File: config.mk
export PLATFORM = sky130hd
export DESIGN_NAME = battle_overlay
export DESIGN_NICKNAME = d
export VERILOG_FILES = /design/src/battle_geom_pkg.sv /design/src/battle_color_pkg.sv /design/src/hp_fill_if.sv /design/src/sprite_addr_gen.sv /design/src/hp_fill_div.sv /design/src/hp_bar_shade.sv /design/src/battle_overlay.sv
export VERILOG_INCLUDE_DIRS = /design/src /design/src/src
export SDC_FILE = /design/constraint.sdc
export NUM_CORES = 1
export LEC_CHECK = 0
export BUFFER_PORTS_ARGS = -buffer_cell sky130_fd_sc_hd__buf_2
export CAP_MARGIN = 0
export CORE_ASPECT_RATIO = 0.7
export CORE_UTILIZATION = 30
export DETAILED_ROUTE_END_ITERATION = 12
export PLACE_DENSITY_LB_ADDON = 0.3
export RECOVER_POWER = 50
export SETUP_SLACK_MARGIN = 0.5
export SKIP_CTS_REPAIR_TIMING = 1
export SYNTH_ARGS = -nofsm -noshare
export SYNTH_HDL_FRONTEND = slang
export SYNTH_HIERARCHICAL = 1
export SYNTH_SLANG_ARGS = --single-unit
File: constraint.sdc
create_clock -name clk -period 4.23 [get_ports clk]
set_input_delay 0.423 -clock clk [delete_from_list [all_inputs] [get_ports clk]]
set_output_delay 0.423 -clock clk [all_outputs]
set_load 0.005 [all_outputs]
File: src/battle_overlay_cfg.svh
// battle overlay geometry: screen placement, sprite sheet layout and health bar size
`ifndef BATTLE_OVERLAY_CFG_SVH
`define BATTLE_OVERLAY_CFG_SVH

// raster coordinate width
`define SCREEN_BITS 10

// one creature frame on the sheet, and the sheet row pitch
`define SPRITE_W 56
`define SPRITE_H 56
`define SHEET_W  224

// window origins, player creature bottom left, enemy top right
`define TEAM_X  250
`define TEAM_Y  290
`define ENEMY_X 410
`define ENEMY_Y 160

// bar interior size, border sits outside this
`define BAR_W   50
`define BAR_H   5
`define HP_BITS 7

`endif

File: src/battle_geom_pkg.sv
// geometry and health types shared by the battle overlay datapath
`default_nettype none

`include "battle_overlay_cfg.svh"

package battle_geom_pkg;

   // raster position, x or y
   typedef logic [`SCREEN_BITS-1:0] coord_t;

   // creature index, 8 per sheet (4 rows x 2 pairs)
   typedef logic [2:0] poke_id_t;

   // linear address into the sprite sheet ram
   typedef logic [18:0] sheet_addr_t;

   // current or max health
   typedef logic [`HP_BITS-1:0] hp_t;

   // filled columns of the bar, 0 to BAR_W
   typedef logic [$clog2(`BAR_W+1)-1:0] fill_t;

endpackage

`default_nettype wire

File: src/battle_color_pkg.sv
// colour type and the health bar palette
`default_nettype none

package battle_color_pkg;

   // 8 bits per channel, red in the top byte
   typedef struct packed {
      logic [7:0] red;
      logic [7:0] green;
      logic [7:0] blue;
   } rgb_t;

   // outline around the bar
   localparam rgb_t BAR_BORDER = '{red: 8'h00, green: 8'h00, blue: 8'h00};
   // above half health
   localparam rgb_t BAR_HIGH   = '{red: 8'h41, green: 8'hff, blue: 8'h74};
   // a fifth to a half
   localparam rgb_t BAR_MID    = '{red: 8'h41, green: 8'hcc, blue: 8'h00};
   // a fifth or below
   localparam rgb_t BAR_LOW    = '{red: 8'hff, green: 8'h33, blue: 8'h00};
   // lost health, also the colour when nothing is hit
   localparam rgb_t BAR_EMPTY  = '{red: 8'hff, green: 8'hff, blue: 8'hff};

endpackage

`default_nettype wire

File: src/hp_fill_if.sv
// fill width request channel between bar shader and divider, four-phase req/ack
`timescale 1ns/100ps
`default_nettype none

interface hp_fill_if;

   // handshake pair
   logic req;
   logic ack;

   // operands, held by the requester while req is high
   battle_geom_pkg::hp_t cur_hp;
   battle_geom_pkg::hp_t max_hp;

   // result, held by the server while ack is high
   battle_geom_pkg::fill_t fill;

   // bar shader side
   modport requester (
      output req, cur_hp, max_hp,
      input  ack, fill
   );

   // divider side
   modport server (
      input  req, cur_hp, max_hp,
      output ack, fill
   );

endinterface

`default_nettype wire

File: src/sprite_addr_gen.sv
// creature window test and sprite sheet address, two register stages
`timescale 1ns/100ps
`default_nettype none

`include "battle_overlay_cfg.svh"

module sprite_addr_gen #(
   parameter battle_geom_pkg::coord_t ORIGIN_X = `TEAM_X,
   parameter battle_geom_pkg::coord_t ORIGIN_Y = `TEAM_Y,
   // 0 back facing column, 1 front facing column
   parameter bit FACING_COL = 1'b0
) (
   input  logic                          clk,
   input  logic                          arst_n,
   input  logic                          pix_valid,
   input  battle_geom_pkg::coord_t       draw_x,
   input  battle_geom_pkg::coord_t       draw_y,
   input  battle_geom_pkg::poke_id_t     poke_id,
   output battle_geom_pkg::sheet_addr_t  sprite_addr,
   output logic                          hit
);

   // offset inside one frame, 0 to 55
   localparam int OFS_W = $clog2(`SPRITE_W);

   battle_geom_pkg::coord_t     dx;
   battle_geom_pkg::coord_t     dy;
   logic                        in_win;
   logic                        hit_s1;
   logic [OFS_W-1:0]            dx_s1;
   logic [OFS_W-1:0]            dy_s1;
   logic [1:0]                  frame_col_s1;
   logic [1:0]                  frame_row_s1;
   battle_geom_pkg::sheet_addr_t addr_v;

   // distance from window origin, wraps when left of or above it
   assign dx = draw_x - ORIGIN_X;
   assign dy = draw_y - ORIGIN_Y;

   assign in_win = pix_valid &&
                   draw_x >= ORIGIN_X && dx < battle_geom_pkg::coord_t'(`SPRITE_W) &&
                   draw_y >= ORIGIN_Y && dy < battle_geom_pkg::coord_t'(`SPRITE_H);

   // stage one control
   always_ff @(posedge clk or negedge arst_n) begin
      if (!arst_n) begin
         hit_s1 <= 1'b0;
      end else begin
         hit_s1 <= in_win;
      end
   end

   // stage one offsets and frame position
   always_ff @(posedge clk) begin
      dx_s1        <= dx[OFS_W-1:0];
      dy_s1        <= dy[OFS_W-1:0];
      // pairs of creatures share a sheet row, facing picks the column inside the pair
      frame_col_s1 <= {poke_id[0], FACING_COL};
      frame_row_s1 <= poke_id[2:1];
   end

   // column offset plus row pitch times line on the sheet
   assign addr_v =
      battle_geom_pkg::sheet_addr_t'(frame_col_s1) * battle_geom_pkg::sheet_addr_t'(`SPRITE_W) +
      battle_geom_pkg::sheet_addr_t'(dx_s1) +
      battle_geom_pkg::sheet_addr_t'(`SHEET_W) *
         (battle_geom_pkg::sheet_addr_t'(dy_s1) +
          battle_geom_pkg::sheet_addr_t'(frame_row_s1) *
          battle_geom_pkg::sheet_addr_t'(`SPRITE_H));

   // stage two
   always_ff @(posedge clk or negedge arst_n) begin
      if (!arst_n) begin
         hit <= 1'b0;
      end else begin
         hit <= hit_s1;
      end
   end

   // zero address outside the window
   always_ff @(posedge clk) begin
      sprite_addr <= hit_s1 ? addr_v : '0;
   end

endmodule

`default_nettype wire

File: src/hp_fill_div.sv
// iterative restoring divider giving the bar fill width BAR_W*cur/max on request
`timescale 1ns/100ps
`default_nettype none

`include "battle_overlay_cfg.svh"

module hp_fill_div (
   input logic       clk,
   input logic       arst_n,
   hp_fill_if.server fill_bus
);

   // dividend bits, 50 * 127 needs 13
   localparam int DIV_W  = $clog2(`BAR_W * (2**`HP_BITS - 1) + 1);
   localparam int FILL_W = $bits(battle_geom_pkg::fill_t);

   typedef enum logic [1:0] {D_IDLE, D_RUN, D_FIN, D_ACK} dstate_t;

   dstate_t              state;
   logic [3:0]           step_cnt;
   logic [DIV_W-1:0]     quo_q;
   battle_geom_pkg::hp_t rem_q;
   battle_geom_pkg::hp_t den_q;
   logic [`HP_BITS:0]    shift_v;
   logic [`HP_BITS+1:0]  trial_v;

   // next dividend bit into the partial remainder, then trial subtract
   assign shift_v = {rem_q, quo_q[DIV_W-1]};
   assign trial_v = {1'b0, shift_v} - {2'b00, den_q};

   // sequencing and ack
   always_ff @(posedge clk or negedge arst_n) begin
      if (!arst_n) begin
         state        <= D_IDLE;
         step_cnt     <= '0;
         fill_bus.ack <= 1'b0;
      end else begin
         case (state)
            D_IDLE: begin
               // operands latched this edge
               if (fill_bus.req) begin
                  state    <= D_RUN;
                  step_cnt <= '0;
               end
            end
            D_RUN: begin
               step_cnt <= step_cnt + 4'd1;
               if (step_cnt == 4'(DIV_W - 1)) begin
                  state <= D_FIN;
               end
            end
            D_FIN: begin
               fill_bus.ack <= 1'b1;
               state        <= D_ACK;
            end
            default: begin
               // hold fill until requester lets go
               if (!fill_bus.req) begin
                  fill_bus.ack <= 1'b0;
                  state        <= D_IDLE;
               end
            end
         endcase
      end
   end

   // datapath
   always_ff @(posedge clk) begin
      case (state)
         D_IDLE: begin
            if (fill_bus.req) begin
               quo_q <= DIV_W'(`BAR_W) * DIV_W'(fill_bus.cur_hp);
               rem_q <= '0;
               den_q <= fill_bus.max_hp;
            end
         end
         D_RUN: begin
            // quotient bits shift in where dividend bits leave
            if (!trial_v[`HP_BITS+1]) begin
               rem_q <= trial_v[`HP_BITS-1:0];
               quo_q <= {quo_q[DIV_W-2:0], 1'b1};
            end else begin
               rem_q <= shift_v[`HP_BITS-1:0];
               quo_q <= {quo_q[DIV_W-2:0], 1'b0};
            end
         end
         D_FIN: begin
            // no max health, empty bar
            if (den_q == '0) begin
               fill_bus.fill <= '0;
            // overheal saturates at full width
            end else if (quo_q > DIV_W'(`BAR_W)) begin
               fill_bus.fill <= battle_geom_pkg::fill_t'(`BAR_W);
            end else begin
               fill_bus.fill <= quo_q[FILL_W-1:0];
            end
         end
         default: begin
         end
      endcase
   end

endmodule

`default_nettype wire

File: src/hp_bar_shade.sv
// health bar shader, fetches fill width on health change and colours pixels in two stages
`timescale 1ns/100ps
`default_nettype none

`include "battle_overlay_cfg.svh"

module hp_bar_shade (
   input  logic                     clk,
   input  logic                     arst_n,
   input  logic                     pix_valid,
   input  battle_geom_pkg::coord_t  draw_x,
   input  battle_geom_pkg::coord_t  draw_y,
   input  battle_geom_pkg::coord_t  bar_x,
   input  battle_geom_pkg::coord_t  bar_y,
   input  battle_geom_pkg::hp_t     cur_hp,
   input  battle_geom_pkg::hp_t     max_hp,
   hp_fill_if.requester             fill_bus,
   output battle_color_pkg::rgb_t   bar_rgb,
   output logic                     hit
);

   typedef enum logic [1:0] {H_IDLE, H_REQ, H_DROP} hstate_t;
   typedef enum logic [1:0] {R_NONE, R_BORDER, R_FILL, R_EMPTY} region_t;

   hstate_t                 hstate;
   logic                    synced;
   logic                    issue;
   battle_geom_pkg::hp_t    last_cur;
   battle_geom_pkg::hp_t    last_max;
   battle_geom_pkg::fill_t  fill_q;
   battle_geom_pkg::coord_t rx;
   battle_geom_pkg::coord_t ry;
   logic                    in_box;
   logic                    on_edge;
   region_t                 region;
   region_t                 region_s1;
   battle_geom_pkg::fill_t  fill_s1;

   // new request when idle and health moved, or first time out of reset
   assign issue = (hstate == H_IDLE) &&
                  (!synced || cur_hp != last_cur || max_hp != last_max);

   assign fill_bus.cur_hp = last_cur;
   assign fill_bus.max_hp = last_max;

   always_ff @(posedge clk or negedge arst_n) begin
      if (!arst_n) begin
         hstate       <= H_IDLE;
         synced       <= 1'b0;
         fill_bus.req <= 1'b0;
         fill_q       <= '0;
      end else begin
         case (hstate)
            H_IDLE: begin
               if (issue) begin
                  fill_bus.req <= 1'b1;
                  synced       <= 1'b1;
                  hstate       <= H_REQ;
               end
            end
            H_REQ: begin
               // old width stays in use until here
               if (fill_bus.ack) begin
                  fill_q       <= fill_bus.fill;
                  fill_bus.req <= 1'b0;
                  hstate       <= H_DROP;
               end
            end
            default: begin
               if (!fill_bus.ack) begin
                  hstate <= H_IDLE;
               end
            end
         endcase
      end
   end

   // operands frozen for the whole request
   always_ff @(posedge clk) begin
      if (issue) begin
         last_cur <= cur_hp;
         last_max <= max_hp;
      end
   end

   // position relative to the border corner at bar_x-1, bar_y-1
   assign rx = draw_x - bar_x + battle_geom_pkg::coord_t'(1);
   assign ry = draw_y - bar_y + battle_geom_pkg::coord_t'(1);

   assign in_box  = rx <= battle_geom_pkg::coord_t'(`BAR_W + 1) &&
                    ry <= battle_geom_pkg::coord_t'(`BAR_H + 1);
   assign on_edge = rx == '0 || rx == battle_geom_pkg::coord_t'(`BAR_W + 1) ||
                    ry == '0 || ry == battle_geom_pkg::coord_t'(`BAR_H + 1);

   always_comb begin
      if (!pix_valid || !in_box) begin
         region = R_NONE;
      end else if (on_edge) begin
         region = R_BORDER;
      // interior columns 1..fill are filled
      end else if (rx <= battle_geom_pkg::coord_t'(fill_q)) begin
         region = R_FILL;
      end else begin
         region = R_EMPTY;
      end
   end

   // stage one
   always_ff @(posedge clk or negedge arst_n) begin
      if (!arst_n) begin
         region_s1 <= R_NONE;
         hit       <= 1'b0;
      end else begin
         region_s1 <= region;
         hit       <= region_s1 != R_NONE;
      end
   end

   // width travels with the pixel so a late update cannot split it
   always_ff @(posedge clk) begin
      fill_s1 <= fill_q;
   end

   // stage two colour, bands checked high first
   always_ff @(posedge clk) begin
      case (region_s1)
         R_BORDER: bar_rgb <= battle_color_pkg::BAR_BORDER;
         R_FILL: begin
            if ({fill_s1, 1'b0} > 7'(`BAR_W)) begin
               bar_rgb <= battle_color_pkg::BAR_HIGH;
            end else if (9'(fill_s1) * 9'd5 > 9'(`BAR_W)) begin
               bar_rgb <= battle_color_pkg::BAR_MID;
            end else begin
               bar_rgb <= battle_color_pkg::BAR_LOW;
            end
         end
         default: bar_rgb <= battle_color_pkg::BAR_EMPTY;
      endcase
   end

endmodule

`default_nettype wire

File: src/battle_overlay.sv
// battle screen overlay top, creature sprite addresses and health bar colour per pixel
`timescale 1ns/100ps
`default_nettype none

`include "battle_overlay_cfg.svh"

module battle_overlay (
   input  logic                          clk,
   input  logic                          arst_n,
   // raster in, one pixel per clock
   input  logic                          pix_valid,
   input  battle_geom_pkg::coord_t       draw_x,
   input  battle_geom_pkg::coord_t       draw_y,
   // battle state
   input  battle_geom_pkg::poke_id_t     team_id,
   input  battle_geom_pkg::poke_id_t     enemy_id,
   input  battle_geom_pkg::hp_t          cur_hp,
   input  battle_geom_pkg::hp_t          max_hp,
   input  battle_geom_pkg::coord_t       bar_x,
   input  battle_geom_pkg::coord_t       bar_y,
   // results, two clocks after the pixel
   output logic                          out_valid,
   output battle_geom_pkg::sheet_addr_t  team_addr,
   output logic                          is_team,
   output battle_geom_pkg::sheet_addr_t  enemy_addr,
   output logic                          is_enemy,
   output battle_color_pkg::rgb_t        bar_rgb,
   output logic                          is_bar
);

   logic [1:0] valid_pipe;

   hp_fill_if fill_bus ();

   // player creature, back view
   sprite_addr_gen #(
      .ORIGIN_X   (battle_geom_pkg::coord_t'(`TEAM_X)),
      .ORIGIN_Y   (battle_geom_pkg::coord_t'(`TEAM_Y)),
      .FACING_COL (1'b0)
   ) team_gen (
      .clk         (clk),
      .arst_n      (arst_n),
      .pix_valid   (pix_valid),
      .draw_x      (draw_x),
      .draw_y      (draw_y),
      .poke_id     (team_id),
      .sprite_addr (team_addr),
      .hit         (is_team)
   );

   // enemy creature, front view
   sprite_addr_gen #(
      .ORIGIN_X   (battle_geom_pkg::coord_t'(`ENEMY_X)),
      .ORIGIN_Y   (battle_geom_pkg::coord_t'(`ENEMY_Y)),
      .FACING_COL (1'b1)
   ) enemy_gen (
      .clk         (clk),
      .arst_n      (arst_n),
      .pix_valid   (pix_valid),
      .draw_x      (draw_x),
      .draw_y      (draw_y),
      .poke_id     (enemy_id),
      .sprite_addr (enemy_addr),
      .hit         (is_enemy)
   );

   hp_bar_shade bar_shade (
      .clk       (clk),
      .arst_n    (arst_n),
      .pix_valid (pix_valid),
      .draw_x    (draw_x),
      .draw_y    (draw_y),
      .bar_x     (bar_x),
      .bar_y     (bar_y),
      .cur_hp    (cur_hp),
      .max_hp    (max_hp),
      .fill_bus  (fill_bus.requester),
      .bar_rgb   (bar_rgb),
      .hit       (is_bar)
   );

   hp_fill_div fill_div (
      .clk      (clk),
      .arst_n   (arst_n),
      .fill_bus (fill_bus.server)
   );

   // valid matches the two pipeline stages of the generators
   always_ff @(posedge clk or negedge arst_n) begin
      if (!arst_n) begin
         valid_pipe <= '0;
      end else begin
         valid_pipe <= {valid_pipe[0], pix_valid};
      end
   end

   assign out_valid = valid_pipe[1];

endmodule

`default_nettype wire

==> flow_metrics.env <==
export IMPL_dr_pass1_iters=5
export IMPL_route_antenna_remaining_nets=0
export IMPL_dp_cells=1530
export IMPL_synth_xor_area_share_pct=7.08
export IMPL_drive_gt1_share_pct=19.2
export IMPL_cts_buffers=17
export IMPL_clkSlewWorstSetupHoldPaths_ps=70
export IMPL_required_ps=4590
export IMPL_synth_area_leaders="ha_1 (18%), dfxtp_1 (15%), edfxtp_1 (14%), dfrtp_1 (6.4%), fa_1 (4.5%)"
export IMPL_min_delay_start="team_id[2]"
export IMPL_rsz0062_at_grt="true"
export IMPL_routed_wirelength_um=23300
export IMPL_hold_end="team_gen/frame_row_s1[1]"
export IMPL_overflow=0
export IMPL_slowest_stage="fa_1"
export IMPL_async_flop_share_pct=17.2
export IMPL_skew_ps=12.1
export IMPL_syn_area_per_cell_um2=10.1
export IMPL_synth_top_family_by_area="adder cells"
export IMPL_grt_antenna_before_repair=3
export IMPL_post_route_min_period_ps=3670
export IMPL_dpl_hpwl_um=18000
export IMPL_die_area_um2=34500
export IMPL_yosysWarnings=6
export IMPL_final_cell_mix="ha_1 (134), inv_1 (112), buf_2 (78), dfxtp_1 (74), nor2_1 (57)"
export IMPL_maxCapViolations=1
export IMPL_synth_main_ff_cell="dfxtp_1"
export IMPL_worstSetupStartpoint="enemy_gen/frame_row_s1[1]"
export IMPL_die_h_um=156
export IMPL_die_width_um=222
export IMPL_drt_iter0_drc=543
export IMPL_synth_simple_area_share_pct=12.9
export IMPL_core_area_um2=32800
export IMPL_cts_tree="done"
export IMPL_syn_cell_area_um2=10100
export IMPL_arrival_ps=4030
export IMPL_timing_final_crit_share_pct=86.7
export IMPL_synth_adder_area_share_pct=22.6
export IMPL_crit_path_start_kind="register"
export IMPL_r2r_setup_slack_ps=560
export IMPL_worst_ir_drop_vdd_mv=0.426
export IMPL_worst_path_max_fanout=5
export IMPL_clock_sinks=151
export IMPL_area_growth_pct=19.6
export IMPL_fin_setup_tns_ps=0
export IMPL_synth_top_area_cell="ha_1"
export IMPL_first_global_vias=7142
export IMPL_grt_max_degree=39
export IMPL_boundaryPins=129
export IMPL_critPathMostFrequentCell="inv_2"
export IMPL_fin_cells=1578
export IMPL_syn_nets=1234
export IMPL_synth_compound_area_share_pct=12.9
export IMPL_r2r_start="enemy_gen/frame_row_s1[1]"
export IMPL_start_util_pct=30.9
export IMPL_cp_end_kind="register"
export IMPL_crit_chain="inv_2, ha_4, inv_2, fa_2, inv_2, fa_1, ha_4, a211oi_4, o22ai_2, nor4b_4, nand4_4, o31a_1, nor3_1"
export IMPL_setup_violations=0
export IMPL_powerDensity_nw_per_um2=642
export IMPL_clock_root_buffer="clkbuf_16"
export IMPL_synthDistinctLibCells=81
export IMPL_synth_edff_count=47
export IMPL_grt_use_total_pct=13.9
export IMPL_cts_htree_levels=4
export IMPL_grt_pass1_wl_um=37400
export IMPL_path_class="register to register"
export IMPL_drc=0
export IMPL_tightest_slew_ps=1750
export IMPL_p_total_mw=7.78
export IMPL_reg2reg_depth=13
export IMPL_cpPeakStageDelay_ps=570
export IMPL_synthMuxAreaShare_pct=2.25
export IMPL_layout_commonest_cell="ha_1"
export IMPL_detail_route_wl_per_cell_um=14.8
export IMPL_hp_class="input pin to register"
export IMPL_layout_nets=1368
export IMPL_r2r_end="enemy_gen/sprite_addr[16]"
export IMPL_holdPathStages=1
export IMPL_use_met1_pct=20.4
export IMPL_gr_usage_met3_pct=2.75
export IMPL_run_status="complete, but fails checks"
export IMPL_via_per_inst=4.68
export IMPL_num_vias=7386
export IMPL_violations="capacitance limit, slew limit"
export IMPL_met2_usage_pct=19.6
export IMPL_rows=55
export IMPL_final_hold_viol_count=0
export IMPL_portBuffers=126
export IMPL_ys_ff_latch=151
export IMPL_max_freq_mhz=273
export IMPL_cts_buffer_depth=2
export IMPL_clock_latency_ps=440
export IMPL_syn_inst=1002
export IMPL_finalMaxSlewViolations=27
export IMPL_synth_top_area_share_pct=18.0
export IMPL_place_congestion=0.854
export IMPL_yosysSeqAreaShare_pct=35.8
export IMPL_slew_limit_headroom_pct=-16.7
export IMPL_top_usage_layer="met1"
export IMPL_p_leak_nw=5.40
export IMPL_final_core_util_pct=37.0
stage by stage:
stage / setup slack (ps) / area (um2) / hold slack (ps)
floorplan: 488 / 10100 / 127
global placement: 327 / 11100 / 336
detailed placement: 189 / 11100 / 336
CTS: 140 / 11700 / 48.0
global route: 430 / 12100 / 56.0
finish: 563 / 12100 / 83.9
synth_stat cells, drive strengths merged, types with 3 or more instances:
master / count
ha: 146
inv: 120
dfxtp: 78
nor2: 58
xnor2: 48
edfxtp: 47
nand2: 43
o21ai: 39
a21oi: 34
xor2: 33
nand3: 27
dfrtp: 26
buf: 25
fa: 23
a21o: 22
and2: 21
nor3: 18
mux2: 14
nor2b: 13
o21a: 12
a211oi: 11
nand4: 11
a31oi: 10
and3: 10
mux2i: 7
nor4: 7
o21bai: 7
nand2b: 6
o211ai: 6
or3: 6
clkbuf: 5
nand3b: 5
o2111ai: 5
o211a: 5
nor3b: 4
or2: 4
and3b: 3
o22ai: 3
o2bb2ai: 3
o31a: 3
o31ai: 3
worst max-delay path by stage:
stage	end	slack, ps	depth (start not counted)
detailed placement	team_gen/sprite_addr[16]	190	17
finish	enemy_gen/sprite_addr[16]	560	13
CTS	team_gen/sprite_addr[16]	140	17
global placement	team_gen/sprite_addr[16]	330	17
global route	team_gen/sprite_addr[16]	430	17
floorplan	enemy_gen/sprite_addr[16]	490	16
metal layers:
metal / up-vias / wire [um]
li1: 3752 / -
met1: 3462 / 12300
met2: 143 / 9550
met3: 27 / 1080
met4: 2 / 416
met5: - / 12
state kept, by name, summed over array words and instances, names as in the netlist, 7 cells and up:
signal / flops
bar_shade/fill_bus.cur_hp: 7
bar_shade/fill_bus.max_hp: 7
enemy_gen/sprite_addr: 18
fill_div/den_q: 7
fill_div/quo_q: 13
fill_div/rem_q: 7
team_gen/sprite_addr: 18
cell families (layout without fill, tap and decap cells):
family	after synthesis	after routing
xor gates and xnor gates	81	81
muxes	21	21
and+or+nand+nor	245	245
AOI/OAI and AO/OA	183	183
buffers and inverters	150	297
other	2	4
DFF	151	151
adders and majority gates	169	169
final cells by class:
type                            instances  area, um2
Fill cell                            3282      20600
Tap cell                              427        534
Multi-Input combinational cell        701       6190
Clock buffer                           18        429
Sequential cell                       151       3630
Timing Repair Buffer                  145        713
Clock inverter                         14        159
Antenna cell                            2       5.00
Inverter                              120        450
worst max-delay path, delay by kind of cell, from the launching register on:
kind	cells	cell delay [ps]
AND/OR/NAND/NOR	3	720
adder cells (fa/ha/maj)	4	1630
flip-flops	1	350
AO/OA/AOI/OAI	3	720
buffers and inverters	3	150
power by group:
part | internal [mW] | switching [mW]
clock | 0.838 | 0.699
combinational | 1.84 | 2.20
sequential | 1.95 | 0.255
No activity file was read; power rests on OpenSTA's default activity.
